===== config.mk =====
export PLATFORM = sky130hd
export DESIGN_NAME = id_stage
export DESIGN_NICKNAME = d
export VERILOG_FILES = /design/src/cpu_pkg.sv /design/src/id_ifs.sv /design/src/control_decoder.sv /design/src/id_ex_reg.sv /design/src/id_stage.sv /design/src/operand_fetch.sv
export VERILOG_INCLUDE_DIRS = /design/src
export SDC_FILE = /design/constraint.sdc
export NUM_CORES = 2
export LEC_CHECK = 0
export BUFFER_PORTS_ARGS = -buffer_cell sky130_fd_sc_hd__buf_2
export CELL_PAD_IN_SITES_DETAIL_PLACEMENT = 2
export CELL_PAD_IN_SITES_GLOBAL_PLACEMENT = 2
export CORE_ASPECT_RATIO = 1.5
export CORE_MARGIN = 5
export CORE_UTILIZATION = 48
export DETAILED_ROUTE_END_ITERATION = 16
export GPL_ROUTABILITY_DRIVEN = 0
export PLACE_DENSITY_LB_ADDON = 0.25
export RECOVER_POWER = 25
export REMOVE_ABC_BUFFERS = 1
export SETUP_SLACK_MARGIN = 0.15
export SYNTH_ARGS = -nofsm -noshare
export SYNTH_HDL_FRONTEND = slang
export SYNTH_SLANG_ARGS = --single-unit

===== constraint.sdc =====
create_clock -name clk -period 8.03 [get_ports clk]
set_input_delay 1.2045 -clock clk [delete_from_list [all_inputs] [get_ports clk]]
set_output_delay 1.2045 -clock clk [all_outputs]
set_load 0.005 [all_outputs]

===== src/cpu_macros.svh =====
`ifndef CPU_MACROS_SVH
`define CPU_MACROS_SVH

`define ISA_WIDTH          32           // data word, pc and instruction width
`define REGISTER_SIZE      5            // register index width, 32 entries
`define ALU_CONTROL_WIDTH  4
`define ADDRESS_WIDTH      26           // j/jal instruction index field
`define OPCODE_WIDTH       6
`define FUNCT_WIDTH        6
`define IMM_WIDTH          16

`define HAZD_HOLD_BIT      0            // keep id/ex contents
`define HAZD_NO_OP_BIT     1            // bubble into ex

`define OP_RTYPE  6'h00
`define OP_J      6'h02
`define OP_JAL    6'h03
`define OP_BEQ    6'h04
`define OP_BNE    6'h05
`define OP_ADDI   6'h08
`define OP_SLTI   6'h0a
`define OP_ANDI   6'h0c
`define OP_ORI    6'h0d
`define OP_LW     6'h23
`define OP_SW     6'h2b

`define FN_JR     6'h08
`define FN_ADD    6'h20
`define FN_SUB    6'h22
`define FN_AND    6'h24
`define FN_OR     6'h25
`define FN_SLT    6'h2a

`define ALU_AND   4'b0000
`define ALU_OR    4'b0001
`define ALU_ADD   4'b0010
`define ALU_SUB   4'b0110           // also used for branch compare
`define ALU_SLT   4'b0111

`endif


===== src/cpu_pkg.sv =====
`include "cpu_macros.svh"

package cpu_pkg;

    // data word, also pc and raw instruction
    typedef logic [`ISA_WIDTH-1:0]         word_t;

    // register file index, 0 is the hardwired zero register
    typedef logic [`REGISTER_SIZE-1:0]     reg_idx_t;

    typedef logic [`ALU_CONTROL_WIDTH-1:0] alu_ctrl_t;   // alu operation select

    // [0] write, [1] read
    typedef logic [1:0]                    mem_ctrl_t;

    // [HAZD_HOLD_BIT] hold, [HAZD_NO_OP_BIT] bubble
    typedef logic [1:0]                    hazard_t;

    typedef logic [`OPCODE_WIDTH-1:0]      opcode_t;     // instruction bits 31:26
    typedef logic [`FUNCT_WIDTH-1:0]       funct_t;      // r-type bits 5:0
    typedef logic [`IMM_WIDTH-1:0]         imm_t;        // i-type bits 15:0

endpackage


===== src/id_ifs.sv =====
`timescale 1ns/1ps

// decoded control from control_decoder into id_ex_reg
interface decode_ctrl_if import cpu_pkg::*; ();
    logic      i_type;                  // any i-format instruction
    logic      j_type;                  // j only
    logic      jr_type;
    logic      jal_type;
    logic      branch_type;             // beq or bne
    logic      store_type;              // sw
    logic      reg_write_enable;
    mem_ctrl_t mem_control;
    alu_ctrl_t alu_control;
    reg_idx_t  src_reg_1;
    reg_idx_t  src_reg_2;
    reg_idx_t  dest_reg;

    modport src (
        output i_type, j_type, jr_type, jal_type, branch_type, store_type,
        output reg_write_enable, mem_control, alu_control,
        output src_reg_1, src_reg_2, dest_reg
    );
    modport dst (
        input  i_type, j_type, jr_type, jal_type, branch_type, store_type,
        input  reg_write_enable, mem_control, alu_control,
        input  src_reg_1, src_reg_2, dest_reg
    );
endinterface

// register values and immediate from operand_fetch into id_ex_reg
interface decode_data_if import cpu_pkg::*; ();
    word_t reg_1;                       // value of rs
    word_t reg_2;                       // value of rt
    word_t sign_extend_result;
    logic  condition_satisfied;         // branch compare outcome

    modport src (output reg_1, reg_2, sign_extend_result, condition_satisfied);
    modport dst (input  reg_1, reg_2, sign_extend_result, condition_satisfied);
endinterface


===== src/control_decoder.sv =====
`timescale 1ns/1ps
`include "cpu_macros.svh"

module control_decoder import cpu_pkg::*; (
    input  word_t      id_instruction,
    decode_ctrl_if.src ctrl
);

    opcode_t  opcode;
    reg_idx_t rs;
    reg_idx_t rt;
    reg_idx_t rd;
    funct_t   funct;
    logic     r_type;                                   // opcode 0 family
    logic     r_alu;                                    // supported r-type alu op
    logic     alu_imm;                                  // addi, andi, ori, slti
    logic     is_lw;
    logic     is_beq;
    logic     is_bne;

    assign opcode = id_instruction[31:26];
    assign rs     = id_instruction[25:21];
    assign rt     = id_instruction[20:16];
    assign rd     = id_instruction[15:11];
    assign funct  = id_instruction[5:0];

    assign r_type  = (opcode == `OP_RTYPE);
    assign alu_imm = (opcode == `OP_ADDI) || (opcode == `OP_ANDI) ||
                     (opcode == `OP_ORI)  || (opcode == `OP_SLTI);
    assign is_lw   = (opcode == `OP_LW);
    assign is_beq  = (opcode == `OP_BEQ);
    assign is_bne  = (opcode == `OP_BNE);

    // class flags, one per family
    assign ctrl.store_type  = (opcode == `OP_SW);
    assign ctrl.branch_type = is_beq | is_bne;
    assign ctrl.j_type      = (opcode == `OP_J);
    assign ctrl.jal_type    = (opcode == `OP_JAL);
    assign ctrl.jr_type     = r_type && (funct == `FN_JR);
    assign ctrl.i_type      = alu_imm | is_lw | ctrl.store_type | ctrl.branch_type;

    assign ctrl.mem_control = {is_lw, ctrl.store_type};     // [1] read, [0] write

    // alu op from funct for r-type, from opcode otherwise
    always_comb begin
        ctrl.alu_control = `ALU_ADD;                        // lw/sw address, jumps
        r_alu            = 1'b0;
        if (r_type) begin
            case (funct)
                `FN_ADD: begin ctrl.alu_control = `ALU_ADD; r_alu = 1'b1; end
                `FN_SUB: begin ctrl.alu_control = `ALU_SUB; r_alu = 1'b1; end
                `FN_AND: begin ctrl.alu_control = `ALU_AND; r_alu = 1'b1; end
                `FN_OR:  begin ctrl.alu_control = `ALU_OR;  r_alu = 1'b1; end
                `FN_SLT: begin ctrl.alu_control = `ALU_SLT; r_alu = 1'b1; end
                default: ctrl.alu_control = `ALU_ADD;       // jr and unsupported
            endcase
        end else begin
            case (opcode)
                `OP_ANDI:        ctrl.alu_control = `ALU_AND;
                `OP_ORI:         ctrl.alu_control = `ALU_OR;
                `OP_SLTI:        ctrl.alu_control = `ALU_SLT;
                `OP_BEQ, `OP_BNE: ctrl.alu_control = `ALU_SUB;
                default:         ctrl.alu_control = `ALU_ADD;
            endcase
        end
    end

    // destination: rd, rt, 31 for jal, else the zero register
    always_comb begin
        if (r_alu)                      ctrl.dest_reg = rd;
        else if (alu_imm || is_lw)      ctrl.dest_reg = rt;
        else if (ctrl.jal_type)         ctrl.dest_reg = 5'd31;
        else                            ctrl.dest_reg = '0;
    end

    assign ctrl.reg_write_enable = (ctrl.dest_reg != '0);

    // jump index bits are not register fields
    assign ctrl.src_reg_1 = (ctrl.j_type || ctrl.jal_type) ? '0 : rs;
    assign ctrl.src_reg_2 = (alu_imm || is_lw || ctrl.j_type || ctrl.jal_type) ? '0 : rt;

endmodule


===== src/id_ex_reg.sv =====
`timescale 1ns/1ps
`include "cpu_macros.svh"

module id_ex_reg import cpu_pkg::*; (
    input  logic              clk,
    input  logic              rst_n,
    input  hazard_t           hazard_control,       // hold and bubble requests
    input  logic              id_no_op,             // bubble already in id
    input  word_t             id_pc,
    input  word_t             id_instruction,
    decode_ctrl_if.dst        ctrl,
    decode_data_if.dst        data,
    output logic              ex_no_op,             // alu idles this cycle
    output logic              pc_offset,            // branch taken, redirect fetch
    output logic              pc_overload,          // jump, pc replaced
    output logic              ex_reg_write_enable,
    output mem_ctrl_t         ex_mem_control,
    output alu_ctrl_t         ex_alu_control,
    output word_t             ex_pc,
    output word_t             ex_operand_1,
    output word_t             ex_operand_2,
    output word_t             ex_store_data,        // sw data for mem stage
    output reg_idx_t          ex_src_reg_1,         // for forwarding
    output reg_idx_t          ex_src_reg_2,
    output reg_idx_t          ex_dest_reg
);

    word_t pc_4;
    word_t jump_target;
    logic  jump_abs;                                // j or jal use the target
    logic  use_imm;                                 // i-type other than branch

    assign pc_4        = id_pc + `ISA_WIDTH'd4;
    assign jump_target = {pc_4[`ISA_WIDTH-1:`ADDRESS_WIDTH+2],
                          id_instruction[`ADDRESS_WIDTH-1:0],
                          2'b00};                   // pseudo-direct address
    assign jump_abs    = ctrl.j_type | ctrl.jal_type;
    assign use_imm     = ctrl.i_type & ~ctrl.branch_type;

    always_ff @(posedge clk) begin
        if (!rst_n) begin
            pc_offset           <= 1'b0;
            pc_overload         <= 1'b0;
            ex_reg_write_enable <= 1'b0;
            ex_mem_control      <= '0;
            ex_alu_control      <= '0;
            ex_pc               <= '0;
            ex_operand_1        <= '0;
            ex_operand_2        <= '0;
            ex_store_data       <= '0;
            ex_src_reg_1        <= '0;
            ex_src_reg_2        <= '0;
            ex_dest_reg         <= '0;
        end else if (!hazard_control[`HAZD_HOLD_BIT]) begin    // hold keeps everything
            pc_offset           <= ctrl.branch_type & data.condition_satisfied;
            pc_overload         <= jump_abs | ctrl.jr_type;
            ex_reg_write_enable <= ctrl.reg_write_enable;
            ex_mem_control      <= ctrl.mem_control;
            ex_alu_control      <= ctrl.alu_control;
            ex_pc               <= id_pc;
            ex_operand_1        <= jump_abs ? jump_target : data.reg_1;
            ex_operand_2        <= use_imm ? data.sign_extend_result : data.reg_2;
            ex_store_data       <= data.reg_2;
            ex_src_reg_1        <= ctrl.src_reg_1;
            ex_src_reg_2        <= ctrl.src_reg_2;
            ex_dest_reg         <= ctrl.dest_reg;
        end
    end

    // bubble flag reloads every edge, even under hold
    always_ff @(posedge clk) begin
        if (!rst_n) begin
            ex_no_op <= 1'b0;
        end else begin
            ex_no_op <= hazard_control[`HAZD_NO_OP_BIT] | id_no_op;
        end
    end

endmodule


===== src/id_stage.sv =====
`timescale 1ns/1ps

module id_stage import cpu_pkg::*; (
    input  logic      clk,
    input  logic      rst_n,
    input  word_t     id_instruction,
    input  word_t     id_pc,
    input  logic      id_no_op,
    input  hazard_t   hazard_control,
    input  logic      wb_enable,              // write-back port
    input  reg_idx_t  wb_reg,
    input  word_t     wb_data,
    output logic      ex_no_op,
    output logic      pc_offset,
    output logic      pc_overload,
    output logic      ex_reg_write_enable,
    output mem_ctrl_t ex_mem_control,
    output alu_ctrl_t ex_alu_control,
    output word_t     ex_pc,
    output word_t     ex_operand_1,
    output word_t     ex_operand_2,
    output word_t     ex_store_data,
    output reg_idx_t  ex_src_reg_1,
    output reg_idx_t  ex_src_reg_2,
    output reg_idx_t  ex_dest_reg
);

    decode_ctrl_if ctrl_if ();                 // decoder to stage register
    decode_data_if data_if ();                 // operands to stage register

    control_decoder u_control_decoder (
        .id_instruction (id_instruction),
        .ctrl           (ctrl_if)
    );

    operand_fetch u_operand_fetch (
        .clk            (clk),
        .rst_n          (rst_n),
        .id_instruction (id_instruction),
        .wb_enable      (wb_enable),
        .wb_reg         (wb_reg),
        .wb_data        (wb_data),
        .data           (data_if)
    );

    id_ex_reg u_id_ex_reg (
        .clk                 (clk),
        .rst_n               (rst_n),
        .hazard_control      (hazard_control),
        .id_no_op            (id_no_op),
        .id_pc               (id_pc),
        .id_instruction      (id_instruction),
        .ctrl                (ctrl_if),
        .data                (data_if),
        .ex_no_op            (ex_no_op),
        .pc_offset           (pc_offset),
        .pc_overload         (pc_overload),
        .ex_reg_write_enable (ex_reg_write_enable),
        .ex_mem_control      (ex_mem_control),
        .ex_alu_control      (ex_alu_control),
        .ex_pc               (ex_pc),
        .ex_operand_1        (ex_operand_1),
        .ex_operand_2        (ex_operand_2),
        .ex_store_data       (ex_store_data),
        .ex_src_reg_1        (ex_src_reg_1),
        .ex_src_reg_2        (ex_src_reg_2),
        .ex_dest_reg         (ex_dest_reg)
    );

endmodule


===== src/operand_fetch.sv =====
`timescale 1ns/1ps
`include "cpu_macros.svh"

module operand_fetch import cpu_pkg::*; (
    input  logic          clk,
    input  logic          rst_n,
    input  word_t         id_instruction,
    input  logic          wb_enable,
    input  reg_idx_t      wb_reg,
    input  word_t         wb_data,
    decode_data_if.src    data
);

    localparam int NUM_REGS = 1 << `REGISTER_SIZE;

    word_t    regs [NUM_REGS];                          // general purpose registers
    opcode_t  opcode;
    reg_idx_t rs;
    reg_idx_t rt;
    imm_t     imm;
    logic     wb_active;                                // real write this cycle
    word_t    rd_val_1;
    word_t    rd_val_2;

    assign opcode = id_instruction[31:26];
    assign rs     = id_instruction[25:21];
    assign rt     = id_instruction[20:16];
    assign imm    = id_instruction[15:0];

    assign wb_active = wb_enable && (wb_reg != '0);    // r0 never written

    always_ff @(posedge clk) begin
        if (!rst_n) begin
            for (int i = 0; i < NUM_REGS; i++) begin
                regs[i] <= '0;
            end
        end else if (wb_active) begin
            regs[wb_reg] <= wb_data;
        end
    end

    // read ports with write-back bypass, r0 hardwired to zero
    assign rd_val_1 = (rs == '0)                     ? '0      :
                      (wb_active && (wb_reg == rs))  ? wb_data :
                                                       regs[rs];
    assign rd_val_2 = (rt == '0)                     ? '0      :
                      (wb_active && (wb_reg == rt))  ? wb_data :
                                                       regs[rt];

    assign data.reg_1 = rd_val_1;
    assign data.reg_2 = rd_val_2;

    assign data.sign_extend_result = {{(`ISA_WIDTH - `IMM_WIDTH){imm[`IMM_WIDTH-1]}}, imm};

    // branch compare on the bypassed values
    always_comb begin
        case (opcode)
            `OP_BEQ: data.condition_satisfied = (rd_val_1 == rd_val_2);
            `OP_BNE: data.condition_satisfied = (rd_val_1 != rd_val_2);
            default: data.condition_satisfied = 1'b0;
        endcase
    end

endmodule


==> flow_metrics.env <==
export IMPL_die_y_um=448.9
export IMPL_drive_gt1_frac=0.1823
export IMPL_insertion_delay_ns=0.76
export IMPL_power_density_nw_per_um2=216.6
export IMPL_yosysTopAreaCell="edfxtp_1"
export IMPL_cts_clk_slew_worst_paths_ns=0.06
export IMPL_rsz0062_at_grt="no"
export IMPL_violations="max-capacitance violations, max-slew violations"
export IMPL_grt_overflow_total=0
export IMPL_grt_total_usage=0.3824
export IMPL_nFillCells=11890
export IMPL_end_kind="register"
export IMPL_critPathSlowestCell="clkbuf_1"
export IMPL_max_freq_mhz=154.9
export IMPL_dr_pass1_iters=6
export IMPL_start_kind="input port"
export IMPL_synthTopCellsByArea="edfxtp_1, mux4_2, and2_1"
export IMPL_yosysWarnings=0
export IMPL_routed_via_count=46860
export IMPL_syn_area_um2=61640
export IMPL_final_nets=4836
export IMPL_top_register="u_operand_fetch.regs"
export IMPL_finalHoldViolations=0
export IMPL_grt_pass1_wl_um=375300
export IMPL_core_um2=127900
export IMPL_die_w_um=302.6
export IMPL_critPathMaxStageDelay_ns=3.52
export IMPL_cpMostUsedCell="clkbuf_1"
export IMPL_synth_edf_count=1024
export IMPL_root_buffer="clkbuf_16"
export IMPL_fin_crit_sh=0.8038
export IMPL_finClkSkew_ns=0.03028
export IMPL_syn2layout_area_growth_pct=10.70
export IMPL_ys_flop_type="edfxtp_1"
export IMPL_ys_ff_latch=1176
export IMPL_worst_hold_slack_ns=0.4681
export IMPL_cts_buffers=116
export IMPL_maxSlewHeadroom=-2.428
export IMPL_worstSetupPathType="in -> reg"
export IMPL_cp_cell_sequence="clkbuf_1, inv_2, clkbuf_1, o211ai_1, a21oi_1"
export IMPL_setup_viol=0
export IMPL_portBuffers=258
export IMPL_final_cells=6550
export IMPL_initial_core_util=0.4819
export IMPL_htreeDepth=3
export IMPL_min_period_ns=6.455
export IMPL_via_per_inst=7.155
export IMPL_max_slew_worst_pin_slew_ns=5.142
export IMPL_peakVddDrop_mv=0.1695
export IMPL_post_place_cells=6322
export IMPL_crit_buf_inv=3
export IMPL_largest_register_ffs=1024
export IMPL_drtAntennaViolNets=0
export IMPL_rows=161
export IMPL_postCtsSetupRepairBufs=0
export IMPL_synth_avg_cell_area_um2=13.24
export IMPL_drt_wl_total_um=267200
export IMPL_drt_initial_drc_count=6155
export IMPL_p_leak_nw=23.97
export IMPL_drc=0
export IMPL_synthArstFlopShare=0
export IMPL_antenna_found_initial=16
export IMPL_status="complete, but fails checks"
export IMPL_worstPathMaxFanout=84
export IMPL_crit_required_ns=8.62
export IMPL_slew_violations=608
export IMPL_cp_data_arrival_time_ns=7.05
export IMPL_grt_pass1_vias=50020
export IMPL_synth_cell_types=63
export IMPL_cts_tree="built"
export IMPL_routedWlPerCell_um=40.79
export IMPL_dpl_hpwl_um=165000
export IMPL_p_total_mw=14.78
export IMPL_cts_resized=0
export IMPL_ctsHoldBuffers=0
export IMPL_yosysTopAreaCellShare=0.4989
export IMPL_cpLargestDelayFamily="buffers and inverters"
export IMPL_clockBufferDepth=3
export IMPL_grt_max_degree=102
export IMPL_clock_sinks=1176
export IMPL_yosysSeqAreaShare=0.5483
export IMPL_die_area_um2=135800
export IMPL_io_pins=260
export IMPL_cap_violations=18
export IMPL_synth_cells=4654
export IMPL_hp_class="reg -> reg"
cells in the mapped netlist (6+ instances only):
cell / count
edfxtp_1: 1024
and2_1: 998
mux2i_1: 364
clkbuf_1: 355
mux4_2: 347
nor2_1: 259
a21oi_1: 170
nand2_1: 154
dfxtp_1: 152
o221ai_1: 90
o21ai_0: 76
a22oi_1: 63
a211oi_1: 57
buf_2: 57
nor3_1: 43
a32o_1: 40
mux2_2: 40
buf_4: 38
a221o_1: 37
o22ai_1: 33
xnor2_1: 24
buf_6: 23
a32oi_1: 20
xor2_1: 20
nand3_1: 19
nand4_1: 17
a221oi_1: 14
nor2b_1: 13
buf_1: 11
nor4_1: 7
inv_1: 6
mux4_1: 6
nand3b_1: 6
o2111ai_1: 6
logic make-up (layout without fill, tap and decap cells):
| family | Yosys count | after routing | share of synthesized area |
|---|---|---|---|
| xor gates and xnor gates | 45 | 45 | 0.006516 |
| other | 1 | 46 | 0.00006084 |
| muxes | 757 | 757 | 0.1958 |
| buffers and inverters | 495 | 635 | 0.03686 |
| AOI/OAI and AO/OA | 638 | 638 | 0.07340 |
| DFF | 1176 | 1176 | 0.5483 |
| and+or+nand+nor | 1542 | 1542 | 0.1391 |
stage by stage:
stage	setup TNS [ns]	utilization	setup slack, ns	instance area [µm²]
global placement	0	0.5073	2.000	64890
detailed placement	0	0.5073	1.842	64890
floorplan	-57.36	-	-0.2566	59520
global route	0	0.5333	1.223	68210
CTS	0	0.5354	2.647	68490
finish	0	0.5334	1.575	68230
area by class of cell:
class / instances / area [µm²] / share of cell area
repair buffers: 411 / 2417 / 0.03543
multi-input cells: 3015 / 26210 / 0.3841
inverters: 9 / 41.29 / 0.0006051
clock inverters: 61 / 415.4 / 0.006088
flip-flops and latches: 1176 / 33790 / 0.4953
clock buffers: 154 / 3183 / 0.04665
well taps: 1711 / 2141 / 0.03138
diodes: 13 / 32.53 / 0.0004768
placed cells by master, fill, tap and decap left out, types with 28 or more instances in the layout:
master / count
clkbuf_1: 177
clkinv_1: 38
buf_2: 111
mux2i_1: 364
and2_1: 849
mux4_2: 347
o221ai_1: 90
a32o_1: 40
a221o_1: 37
buf_4: 131
a22oi_1: 63
nand2_1: 153
a211oi_1: 57
o22ai_1: 33
dfxtp_1: 152
edfxtp_1: 1024
a21oi_1: 169
clkbuf_16: 119
conb_1: 33
and2_0: 154
nor3_1: 43
o21ai_4: 28
mux2_2: 40
nor2_1: 226
o21ai_0: 49
worst paths after layout:
check / slack, ns / startpoint / cells past startpoint / to
worst max-delay path: 1.58 / hazard_control[0] / 5 / u_id_ex_reg.ex_operand_1[28]
worst max register to register: 3.48 / u_operand_fetch.regs[2][4] / 11 / u_id_ex_reg.pc_offset
worst min-delay path: 0.47 / u_id_ex_reg.ex_store_data[8] / 2 / u_id_ex_reg.ex_store_data[8]
worst min register to register: 0.47 / u_id_ex_reg.ex_store_data[8] / 2 / u_id_ex_reg.ex_store_data[8]
power breakdown:
part	switching (mW)	internal, mW	total [mW]
clock	2.52	2.95	5.47
combinational	1.35	0.725	2.07
sequential	0.241	7.00	7.24
total	4.11	10.7	14.8
worst reg2reg max path: stages, from the launching register on:
cell and delay (ns):
edfxtp_1 0.44, mux4_2 0.49, nor2b_1 0.14, a2111oi_0 0.53
a31oi_1 0.08, a32o_1 0.38, xor2_1 0.43, nand4_1 0.16
nor4_1 1.13, nand4_1 0.25, xnor2_1 0.20, a32o_2 0.22
layer usage:
layer / GRT usage / vias to the layer above / routed length (µm)
li1: - / 17690 / -
met1: 0.4584 / 24190 / 91360
met2: 0.6245 / 3782 / 127400
met3: 0.08302 / 1190 / 28060
met4: 0.2439 / 10 / 20310
met5: 0 / - / 70
Power figures use the tool's default switching activity.
